## src/rv_isa_pkg.sv

```systemverilog
package rv_isa_pkg;

    localparam int xlen = 32;  // data and address width

    // major opcode, inst[6:0]
    typedef enum logic [6:0] {
        op_branch = 7'b1100011,  // beq/bne/blt/bge/bltu/bgeu
        op_jal    = 7'b1101111,
        op_jalr   = 7'b1100111,
        op_other  = 7'b0010011   // any non-control opcode, op-imm as example
    } opcode_e;

    // what the predictor cares about
    typedef enum logic [1:0] {
        cls_none,
        cls_branch,
        cls_jal,
        cls_jalr
    } inst_class_e;

    // link registers used by the return hint
    localparam logic [4:0] reg_ra = 5'd1;  // x1
    localparam logic [4:0] reg_t0 = 5'd5;  // x5, alternate link

endpackage

```

## src/bpu_cfg_pkg.sv

```systemverilog
package bpu_cfg_pkg;

    // bimodal direction table
    localparam int bim_entries = 64;
    localparam int bim_idx_w   = 6;   // pc[6:1]

    // branch target buffer, direct mapped
    localparam int btb_entries = 16;
    localparam int btb_idx_w   = 4;   // pc[5:2]
    localparam int btb_tag_w   = 26;  // pc[31:6]

    // return address stack
    localparam int ras_depth = 8;
    localparam int ras_ptr_w = 4;     // pointer runs 0..8, 8 means full

    // 2-bit saturating counter encodings
    // 00 strong not taken, 01 weak not taken, 10 weak taken, 11 strong taken
    localparam logic [1:0] ctr_reset = 2'b01;
    localparam logic [1:0] ctr_max   = 2'b11;

endpackage

```

## src/inst_classifier.sv

```systemverilog
`timescale 1ns/1ns

module inst_classifier (
    input  logic [31:0]                   inst_i,
    output rv_isa_pkg::inst_class_e       class_o,
    output logic                          is_ret_o,
    output logic [31:0]                   b_offset_o,
    output logic [31:0]                   j_offset_o
);

    rv_isa_pkg::opcode_e opcode;
    logic [4:0]          rd;
    logic [4:0]          rs1;
    logic [11:0]         i_imm;
    logic                rs1_is_link;

    assign opcode = rv_isa_pkg::opcode_e'(inst_i[6:0]);
    assign rd     = inst_i[11:7];
    assign rs1    = inst_i[19:15];
    assign i_imm  = inst_i[31:20];

    always_comb begin
        case (opcode)
            rv_isa_pkg::op_branch: class_o = rv_isa_pkg::cls_branch;
            rv_isa_pkg::op_jal:    class_o = rv_isa_pkg::cls_jal;
            rv_isa_pkg::op_jalr:   class_o = rv_isa_pkg::cls_jalr;
            default:               class_o = rv_isa_pkg::cls_none;
        endcase
    end

    assign rs1_is_link = (rs1 == rv_isa_pkg::reg_ra) || (rs1 == rv_isa_pkg::reg_t0);

    // ret: jalr x0, 0(ra|t0)
    assign is_ret_o = (opcode == rv_isa_pkg::op_jalr) && (rd == 5'd0)
                      && rs1_is_link && (i_imm == 12'd0);

    // B-type immediate, sign extended
    assign b_offset_o = {{20{inst_i[31]}}, inst_i[7], inst_i[30:25],
                         inst_i[11:8], 1'b0};

    // J-type immediate
    assign j_offset_o = {{12{inst_i[31]}}, inst_i[19:12], inst_i[20],
                         inst_i[30:21], 1'b0};

endmodule

```

## src/bimodal_table.sv

```systemverilog
`timescale 1ns/1ns

module bimodal_table (
    input  logic                          clk,
    input  logic                          rst,
    input  logic [rv_isa_pkg::xlen-1:0]   rd_pc_i,
    input  logic                          upd_valid_i,
    input  logic [rv_isa_pkg::xlen-1:0]   upd_pc_i,
    input  logic                          upd_taken_i,
    output logic                          taken_o
);

    logic [1:0]                      ctr_q [bpu_cfg_pkg::bim_entries];
    logic [bpu_cfg_pkg::bim_idx_w-1:0] rd_idx;
    logic [bpu_cfg_pkg::bim_idx_w-1:0] upd_idx;
    logic [1:0]                      upd_ctr;

    // halfword granular index, pc[6:1]
    assign rd_idx  = rd_pc_i[bpu_cfg_pkg::bim_idx_w:1];
    assign upd_idx = upd_pc_i[bpu_cfg_pkg::bim_idx_w:1];
    assign upd_ctr = ctr_q[upd_idx];

    assign taken_o = ctr_q[rd_idx][1];  // msb gives direction

    always_ff @(posedge clk or posedge rst) begin
        if (rst) begin
            for (int i = 0; i < bpu_cfg_pkg::bim_entries; i++) begin
                ctr_q[i] <= bpu_cfg_pkg::ctr_reset;
            end
        end else if (upd_valid_i) begin
            if (upd_taken_i) begin
                if (upd_ctr != bpu_cfg_pkg::ctr_max) begin
                    ctr_q[upd_idx] <= upd_ctr + 2'd1;
                end
            end else begin
                if (upd_ctr != 2'b00) begin  // saturate at strong not taken
                    ctr_q[upd_idx] <= upd_ctr - 2'd1;
                end
            end
        end
    end

endmodule

```

## src/branch_target_buffer.sv

```systemverilog
`timescale 1ns/1ns

module branch_target_buffer (
    input  logic                          clk,
    input  logic                          rst,
    input  logic [rv_isa_pkg::xlen-1:0]   rd_pc_i,
    input  logic                          wr_valid_i,
    input  logic [rv_isa_pkg::xlen-1:0]   wr_pc_i,
    input  logic [rv_isa_pkg::xlen-1:0]   wr_target_i,
    output logic                          hit_o,
    output logic [rv_isa_pkg::xlen-1:0]   target_o
);

    localparam int idx_w = bpu_cfg_pkg::btb_idx_w;
    localparam int tag_w = bpu_cfg_pkg::btb_tag_w;
    localparam int aw    = rv_isa_pkg::xlen;

    logic [bpu_cfg_pkg::btb_entries-1:0] valid_q;
    logic [tag_w-1:0]                    tag_q    [bpu_cfg_pkg::btb_entries];
    logic [aw-1:0]                       target_q [bpu_cfg_pkg::btb_entries];

    logic [idx_w-1:0] rd_idx;
    logic [tag_w-1:0] rd_tag;
    logic [idx_w-1:0] wr_idx;
    logic [tag_w-1:0] wr_tag;

    // word index pc[5:2], tag is everything above
    assign rd_idx = rd_pc_i[idx_w+1:2];
    assign rd_tag = rd_pc_i[aw-1:aw-tag_w];
    assign wr_idx = wr_pc_i[idx_w+1:2];
    assign wr_tag = wr_pc_i[aw-1:aw-tag_w];

    assign hit_o    = valid_q[rd_idx] && (tag_q[rd_idx] == rd_tag);
    assign target_o = target_q[rd_idx];

    always_ff @(posedge clk or posedge rst) begin
        if (rst) begin
            valid_q <= '0;
        end else if (wr_valid_i) begin
            valid_q[wr_idx] <= 1'b1;
        end
    end

    // tag and target only matter once valid is set
    always_ff @(posedge clk) begin
        if (wr_valid_i) begin
            tag_q[wr_idx]    <= wr_tag;
            target_q[wr_idx] <= wr_target_i;
        end
    end

endmodule

```

## src/return_stack.sv

```systemverilog
`timescale 1ns/1ns

module return_stack (
    input  logic                          clk,
    input  logic                          rst,
    input  logic                          push_i,
    input  logic [rv_isa_pkg::xlen-1:0]   push_data_i,
    input  logic                          ex_valid_i,
    input  logic                          ex_taken_i,
    input  logic                          ex_is_ret_i,
    input  logic                          ex_stall_i,
    input  logic                          id_stall_i,
    output logic                          empty_o,
    output logic [rv_isa_pkg::xlen-1:0]   top_o
);

    localparam int pw = bpu_cfg_pkg::ras_ptr_w;

    logic [rv_isa_pkg::xlen-1:0] stack_q [bpu_cfg_pkg::ras_depth];
    logic [pw-1:0]               sp_q;       // next free slot
    logic [pw-1:0]               sp_m1;
    logic [pw-1:0]               sp_pop;     // pointer after a possible pop
    logic                        do_pop;
    logic                        do_push;

    assign empty_o = (sp_q == '0);
    assign sp_m1   = sp_q - 1'b1;
    assign top_o   = stack_q[sp_m1[pw-2:0]];  // entry below the pointer

    // a taken return retiring in ex
    assign do_pop = ex_valid_i && ex_taken_i && ex_is_ret_i
                    && !ex_stall_i && !empty_o;

    assign sp_pop = do_pop ? sp_m1 : sp_q;

    // full test after the pop, so pop+push in one cycle replaces the top
    assign do_push = push_i && !ex_stall_i && !id_stall_i
                     && (sp_pop != pw'(bpu_cfg_pkg::ras_depth));

    always_ff @(posedge clk or posedge rst) begin
        if (rst) begin
            sp_q <= '0;
        end else if (do_push) begin
            sp_q <= sp_pop + 1'b1;
        end else begin
            sp_q <= sp_pop;
        end
    end

    always_ff @(posedge clk) begin
        if (do_push) begin
            stack_q[sp_pop[pw-2:0]] <= push_data_i;  // slot freed by the pop, if any
        end
    end

endmodule

```

## src/next_pc_select.sv

```systemverilog
`timescale 1ns/1ns

module next_pc_select (
    input  logic [rv_isa_pkg::xlen-1:0]   pc_i,
    input  rv_isa_pkg::inst_class_e       class_i,
    input  logic                          is_ret_i,
    input  logic [31:0]                   b_offset_i,
    input  logic [31:0]                   j_offset_i,
    input  logic                          bim_taken_i,
    input  logic                          btb_hit_i,
    input  logic [rv_isa_pkg::xlen-1:0]   btb_target_i,
    input  logic                          ras_empty_i,
    input  logic [rv_isa_pkg::xlen-1:0]   ras_top_i,
    input  logic                          push_valid_i,
    input  logic [rv_isa_pkg::xlen-1:0]   push_data_i,
    output logic                          branch_or_not_o,
    output logic                          pdt_res_o,
    output logic [rv_isa_pkg::xlen-1:0]   pdt_pc_o
);

    logic [rv_isa_pkg::xlen-1:0] pc_plus4;
    logic [rv_isa_pkg::xlen-1:0] b_target;
    logic [rv_isa_pkg::xlen-1:0] j_target;

    assign pc_plus4 = pc_i + 32'd4;
    assign b_target = pc_i + b_offset_i;
    assign j_target = pc_i + j_offset_i;

    always_comb begin
        branch_or_not_o = 1'b0;
        pdt_res_o       = 1'b0;
        pdt_pc_o        = pc_plus4;  // fall through by default

        case (class_i)
            rv_isa_pkg::cls_jalr: begin
                branch_or_not_o = 1'b1;
                if (is_ret_i) begin
                    // call seen in decode this cycle wins over the stack
                    if (push_valid_i) begin
                        pdt_res_o = 1'b1;
                        pdt_pc_o  = push_data_i;
                    end else if (!ras_empty_i) begin
                        pdt_res_o = 1'b1;
                        pdt_pc_o  = ras_top_i;
                    end
                end
                // indirect jumps other than returns stay not taken
            end
            rv_isa_pkg::cls_jal: begin
                branch_or_not_o = 1'b1;
                pdt_res_o       = 1'b1;
                pdt_pc_o        = btb_hit_i ? btb_target_i : j_target;
            end
            rv_isa_pkg::cls_branch: begin
                branch_or_not_o = 1'b1;
                pdt_res_o       = bim_taken_i;
                if (bim_taken_i) begin
                    pdt_pc_o = btb_hit_i ? btb_target_i : b_target;
                end
            end
            default: ;  // cls_none, keep defaults
        endcase
    end

endmodule

```

## src/bpu_top.sv

```systemverilog
`timescale 1ns/1ns

module bpu_top (
    input  logic                          clk,
    input  logic                          rst,
    // fetch
    input  logic [rv_isa_pkg::xlen-1:0]   if_pc_i,
    input  logic [31:0]                   if_inst_i,
    // execute feedback
    input  logic                          ex_branch_valid_i,
    input  logic                          ex_branch_taken_i,
    input  logic [rv_isa_pkg::xlen-1:0]   ex_pc_i,
    input  logic [rv_isa_pkg::xlen-1:0]   ex_target_i,
    input  logic [31:0]                   ex_inst_i,
    // call from decode
    input  logic                          id_ras_push_valid_i,
    input  logic [rv_isa_pkg::xlen-1:0]   id_ras_push_data_i,
    input  logic                          ex_stall_valid_i,
    input  logic                          id_stall_i,
    // prediction
    output logic                          branch_or_not_o,
    output logic                          pdt_res_o,
    output logic [rv_isa_pkg::xlen-1:0]   pdt_pc_o
);

    rv_isa_pkg::inst_class_e     if_class;
    logic                        if_is_ret;
    logic [31:0]                 if_b_offset;
    logic [31:0]                 if_j_offset;
    logic                        ex_is_ret;
    logic                        bim_taken;
    logic                        btb_wr_valid;
    logic                        btb_hit;
    logic [rv_isa_pkg::xlen-1:0] btb_target;
    logic                        ras_empty;
    logic [rv_isa_pkg::xlen-1:0] ras_top;

    assign btb_wr_valid = ex_branch_valid_i & ex_branch_taken_i;  // only taken targets

    inst_classifier i_if_classifier (
        .inst_i     (if_inst_i),
        .class_o    (if_class),
        .is_ret_o   (if_is_ret),
        .b_offset_o (if_b_offset),
        .j_offset_o (if_j_offset)
    );

    // only the return flag is needed at execute
    inst_classifier i_ex_classifier (
        .inst_i     (ex_inst_i),
        .class_o    (),
        .is_ret_o   (ex_is_ret),
        .b_offset_o (),
        .j_offset_o ()
    );

    bimodal_table i_bimodal_table (
        .clk         (clk),
        .rst         (rst),
        .rd_pc_i     (if_pc_i),
        .upd_valid_i (ex_branch_valid_i),
        .upd_pc_i    (ex_pc_i),
        .upd_taken_i (ex_branch_taken_i),
        .taken_o     (bim_taken)
    );

    branch_target_buffer i_btb (
        .clk         (clk),
        .rst         (rst),
        .rd_pc_i     (if_pc_i),
        .wr_valid_i  (btb_wr_valid),
        .wr_pc_i     (ex_pc_i),
        .wr_target_i (ex_target_i),
        .hit_o       (btb_hit),
        .target_o    (btb_target)
    );

    return_stack i_return_stack (
        .clk         (clk),
        .rst         (rst),
        .push_i      (id_ras_push_valid_i),
        .push_data_i (id_ras_push_data_i),
        .ex_valid_i  (ex_branch_valid_i),
        .ex_taken_i  (ex_branch_taken_i),
        .ex_is_ret_i (ex_is_ret),
        .ex_stall_i  (ex_stall_valid_i),
        .id_stall_i  (id_stall_i),
        .empty_o     (ras_empty),
        .top_o       (ras_top)
    );

    next_pc_select i_next_pc_select (
        .pc_i            (if_pc_i),
        .class_i         (if_class),
        .is_ret_i        (if_is_ret),
        .b_offset_i      (if_b_offset),
        .j_offset_i      (if_j_offset),
        .bim_taken_i     (bim_taken),
        .btb_hit_i       (btb_hit),
        .btb_target_i    (btb_target),
        .ras_empty_i     (ras_empty),
        .ras_top_i       (ras_top),
        .push_valid_i    (id_ras_push_valid_i),
        .push_data_i     (id_ras_push_data_i),
        .branch_or_not_o (branch_or_not_o),
        .pdt_res_o       (pdt_res_o),
        .pdt_pc_o        (pdt_pc_o)
    );

endmodule

```

## config.mk

```make
export PLATFORM = sky130hd
export DESIGN_NAME = bpu_top
export DESIGN_NICKNAME = d
export VERILOG_FILES = /design/src/rv_isa_pkg.sv /design/src/bpu_cfg_pkg.sv /design/src/inst_classifier.sv /design/src/bimodal_table.sv /design/src/branch_target_buffer.sv /design/src/return_stack.sv /design/src/next_pc_select.sv /design/src/bpu_top.sv
export SDC_FILE = /design/constraint.sdc
export NUM_CORES = 2
export LEC_CHECK = 0
export ABC_CLOCK_PERIOD_IN_PS = 12520
export BUFFER_PORTS_ARGS = -buffer_cell sky130_fd_sc_hd__buf_2
export CORE_ASPECT_RATIO = 0.9
export CORE_MARGIN = 10
export CORE_UTILIZATION = 35
export DETAILED_ROUTE_END_ITERATION = 16
export GPL_TIMING_DRIVEN = 0
export PLACE_DENSITY = 0.53
export SLEW_MARGIN = 10
export SYNTH_ARGS = -nofsm -noshare
export SYNTH_HDL_FRONTEND = slang
export SYNTH_SLANG_ARGS = --single-unit
```

## constraint.sdc

```tcl
create_clock -name clk -period 12.52 [get_ports clk]
set_clock_uncertainty 0.1 [all_clocks]
set_input_delay 3.756 -clock clk [delete_from_list [all_inputs] [get_ports clk]]
set_output_delay 3.756 -clock clk [all_outputs]
set_load 0.05 [all_outputs]
```

==> flow_metrics.tcl <==
set metrics [dict create \
    relSlewSlack_pct 19.6 \
    synth_top_area_share_pct 61.6 \
    drive_gt1_share_pct 25.5 \
    htreeDepth 4 \
    design_area_sq_um 67800 \
    synth.distinct_cells 83 \
    cts_buffers 138 \
    met1_usage_pct 28.6 \
    drtIter0Drc 4398 \
    cts.path.max_buffers 3 \
    rrSetupSlack_ns 5.82 \
    netlist_area_sq_um 57700 \
    switching_share_pct 27.0 \
    status "finished, final reports clean" \
    synthCells 3511 \
    slew_violations 0 \
    drc 0 \
    clkTransAtPathRegs_ns 0.06 \
    antenna_left 0 \
    vdd_drop_max_mv 0.103 \
    p_per_area_nw_per_um2 159 \
    antenna_found_initial 44 \
    place_area_sq_um 63300 \
    overflow 0 \
    intPower_mw 7.88 \
    yosysTopAreaCell "edfxtp_1" \
    routed_via_density 5.71 \
    grt_use_met2_pct 31.8 \
    fp.dieArea_sq_um 181000 \
    syn_nets 3761 \
    critical_path_arrival_ns 8.61 \
    post-dp-hpwl_mm 136 \
    hold_depth 1 \
    ys_warn_count 0 \
    vias 35470 \
    ff2ff_path_depth 16 \
    finalNetCount 4202 \
    worstSetupStartpointType "primary input" \
    die_w_microns 448 \
    grt_start_max_net_pins 91 \
    power_frac_seq_pct 47.1 \
    port_buffers 224 \
    min_path_type "flip-flop to flip-flop" \
    setup_viol_count_final 0 \
    grt_use_total_pct 20.8 \
    leakagePower_nw 22.7 \
    grt_pass1_vias 34770 \
    nFillCells 14725 \
    power_frac_comb_pct 16.6 \
    wl_per_cell_microns 30.9 \
    gp_congestion 0.946 \
    min_from "i_btb.valid_q[11]" \
    core.rowCount 141 \
    finalCritPeriodShare_pct 99.6 \
    routed_wl_mm 192 \
    rsz0062_at_grt "false" \
    synth_top_flop_cell "edfxtp_1" \
    synthArstFlopShare_pct 11.1 \
    hold-path-endpoint "i_btb.valid_q[11]" \
    crit_type "primary input to primary output" \
    max_cap_viol_count 0 \
    hold_violations 0 \
    grt_first_pass_wirelength_mm 269 \
    boundaryPins 233 \
    worst-path-max-fanout 10 \
    synth_seq_cells 1332 \
    postLayoutCoreUtil_pct 41.4 \
    period_minus_slack_ns 12.47 \
    first_pass_iters 6 \
    avgSynthCellArea_sq_um 16.4 \
    worst_pin_slew_ns 1.20 \
    syn2layout_area_growth_pct 17.6 \
    r2r_start "i_return_stack.sp_q[0]" \
    ctsRootBufferMaster "clkbuf_16" \
    p_sw_mw 2.91 \
    synth_edf_count 1184 \
    synthTopCellsByArea "edfxtp_1 62%, mux4_2 12%, dfrtp_1 3.6%" \
    core_area_sq_um 164000 \
    clock_latency_ns 0.78 \
    start_util_pct 35.2 \
    max_freq_ghz 0.0802 \
    tns_ns 0 \
    ys_seq_area_share_pct 68.2 \
    cp-end-kind "primary output" \
    cts_sinks 1332 \
    clock_power_share_pct 36.3 \
    fp.dieH_microns 405 \
    required_ns 8.66 \
    gr-max-usage-layer "met2" \
    cts_tree "built" \
    r2r-end "i_return_stack.stack_q[4][5]" \
    gr-usage-met3_pct 3.72 \
]
-- what timing repair did --
action	CTS	global route
pin swaps	2	0
setup endpoints to repair	32	24
setup buffers	4	2
hold buffers	0	0
gates resized for setup	66	19
-- cell usage after synthesis, types with 17 or more instances --
library cell / instances
xnor2_1: 49
and3_1: 28
edfxtp_1: 1184
a2bb2oi_1: 24
a21oi_1: 90
inv_1: 35
ha_1: 49
o21ai_0: 236
o211ai_1: 20
nor3_1: 27
nand3_1: 63
a22oi_1: 80
buf_2: 33
and2_1: 17
or2_2: 22
xor2_1: 33
nand2_1: 356
nand4_1: 35
a21o_1: 29
mux2i_1: 130
dfstp_2: 64
dfrtp_1: 84
clkbuf_1: 109
nor2b_1: 18
o22ai_1: 23
nor2_1: 104
mux4_2: 311
buf_1: 22
-- per-stage QoR --
| stage | std cells | setup slack [ns] | hold WS, ns | total power, mW |
|---|---|---|---|---|
| 2_1_floorplan | 3511 | 1.10 | 0.334 | 6.27 |
| 3_3_place_gp | 5880 | -1.10 | 0.347 | 6.92 |
| 3_5_place_dp | 5952 | -1.09 | 0.349 | 6.95 |
| 4_1_cts | 6200 | 0.00129 | 0.364 | 10.9 |
| 5_1_grt | 6210 | 0.00961 | 0.379 | 11.2 |
| 6_report | 6212 | 0.0527 | 0.365 | 10.8 |
-- sequential cells by signal, summed over array words and instances, names as in the netlist, named ones only --
signal and flops:
i_btb.target_q 512, i_return_stack.sp_q 4, i_bimodal_table.ctr_q 64, i_btb.tag_q 416
i_return_stack.stack_q 256, i_btb.valid_q 16
-- cells in the final DEF (no fill, tap or decap), drive strengths merged, types with 16 or more instances in the layout --
cell,count
a22oi,80
dfstp,64
a21oi,90
dfrtp,84
and2,17
nand4,35
edfxtp,1184
xnor2,49
a2bb2oi,24
nor2,105
clkbuf,287
o21ai,239
a21o,29
mux2i,130
a22o,16
clkinv,60
o22ai,23
and3,28
nand3,63
nor3,27
buf,376
o211ai,20
inv,42
ha,49
mux4,311
nand2,356
nor2b,18
nand2b,16
xor2,33
or2,22
-- how the worst max path moves through the flow --
stage                           from  slack, ns            to
after global placement    if_pc_i[2]      -1.10  pdt_pc_o[27]
final                     if_pc_i[4]       0.05  pdt_pc_o[30]
after detailed placement  if_pc_i[2]      -1.09  pdt_pc_o[27]
after floorplan           if_pc_i[2]       1.10  pdt_pc_o[27]
after global routing      if_pc_i[4]       0.01  pdt_pc_o[30]
after CTS                 if_pc_i[3]      0.001  pdt_pc_o[22]
-- kinds of logic after synthesis --
| logic type | after synthesis | share of synthesized area (%) |
|---|---|---|
| xor+xnor | 82 | 1.24 |
| simple gates | 726 | 5.80 |
| flops | 1332 | 68.2 |
| mux | 456 | 14.7 |
| compound gates | 635 | 7.09 |
| fa+ha+maj | 51 | 1.13 |
| buf+inv | 229 | 1.86 |
-- power groups by stage --
stage	Combinational (mW)	Sequential, mW	Clock, mW
after global routing	1.92	5.10	4.17
final	1.79	5.08	3.92
after global placement	1.74	5.18	0
after floorplan	1.12	5.15	0
after CTS	1.79	5.08	4.00
after detailed placement	1.78	5.17	0
-- worst max-delay path, cell delays in order --
cell,delay [ns]
buf_2,0.17
buf_4,0.23
clkbuf_4,0.29
inv_2,0.38
buf_2,0.43
buf_2,0.48
clkbuf_2,0.50
clkdlybuf4s15_2,0.67
mux4_2,0.66
a22oi_1,0.38
o211ai_1,0.30
buf_2,0.30
-- cell type report --
class | instances | area [sq um] | share of cell area, %
diodes | 10 | 25.0 | 0.0369
plain buffers | 190 | 1040 | 1.54
clock buffers | 173 | 3660 | 5.39
clock inverters | 72 | 578 | 0.852
inverters | 38 | 154 | 0.227
multi-input cells | 1950 | 17600 | 25.9
flip-flops and latches | 1332 | 39300 | 58.0
well taps | 2145 | 2680 | 3.96
repair buffers | 302 | 2760 | 4.07
-- routing by layer --
layer	wire, microns	vias to the layer above
met2	88100	1606
met1	79600	18477
met4	9880	28
li1	-	14975
met3	14200	384
met5	180	-
No activity file was read; power rests on OpenSTA's default activity.
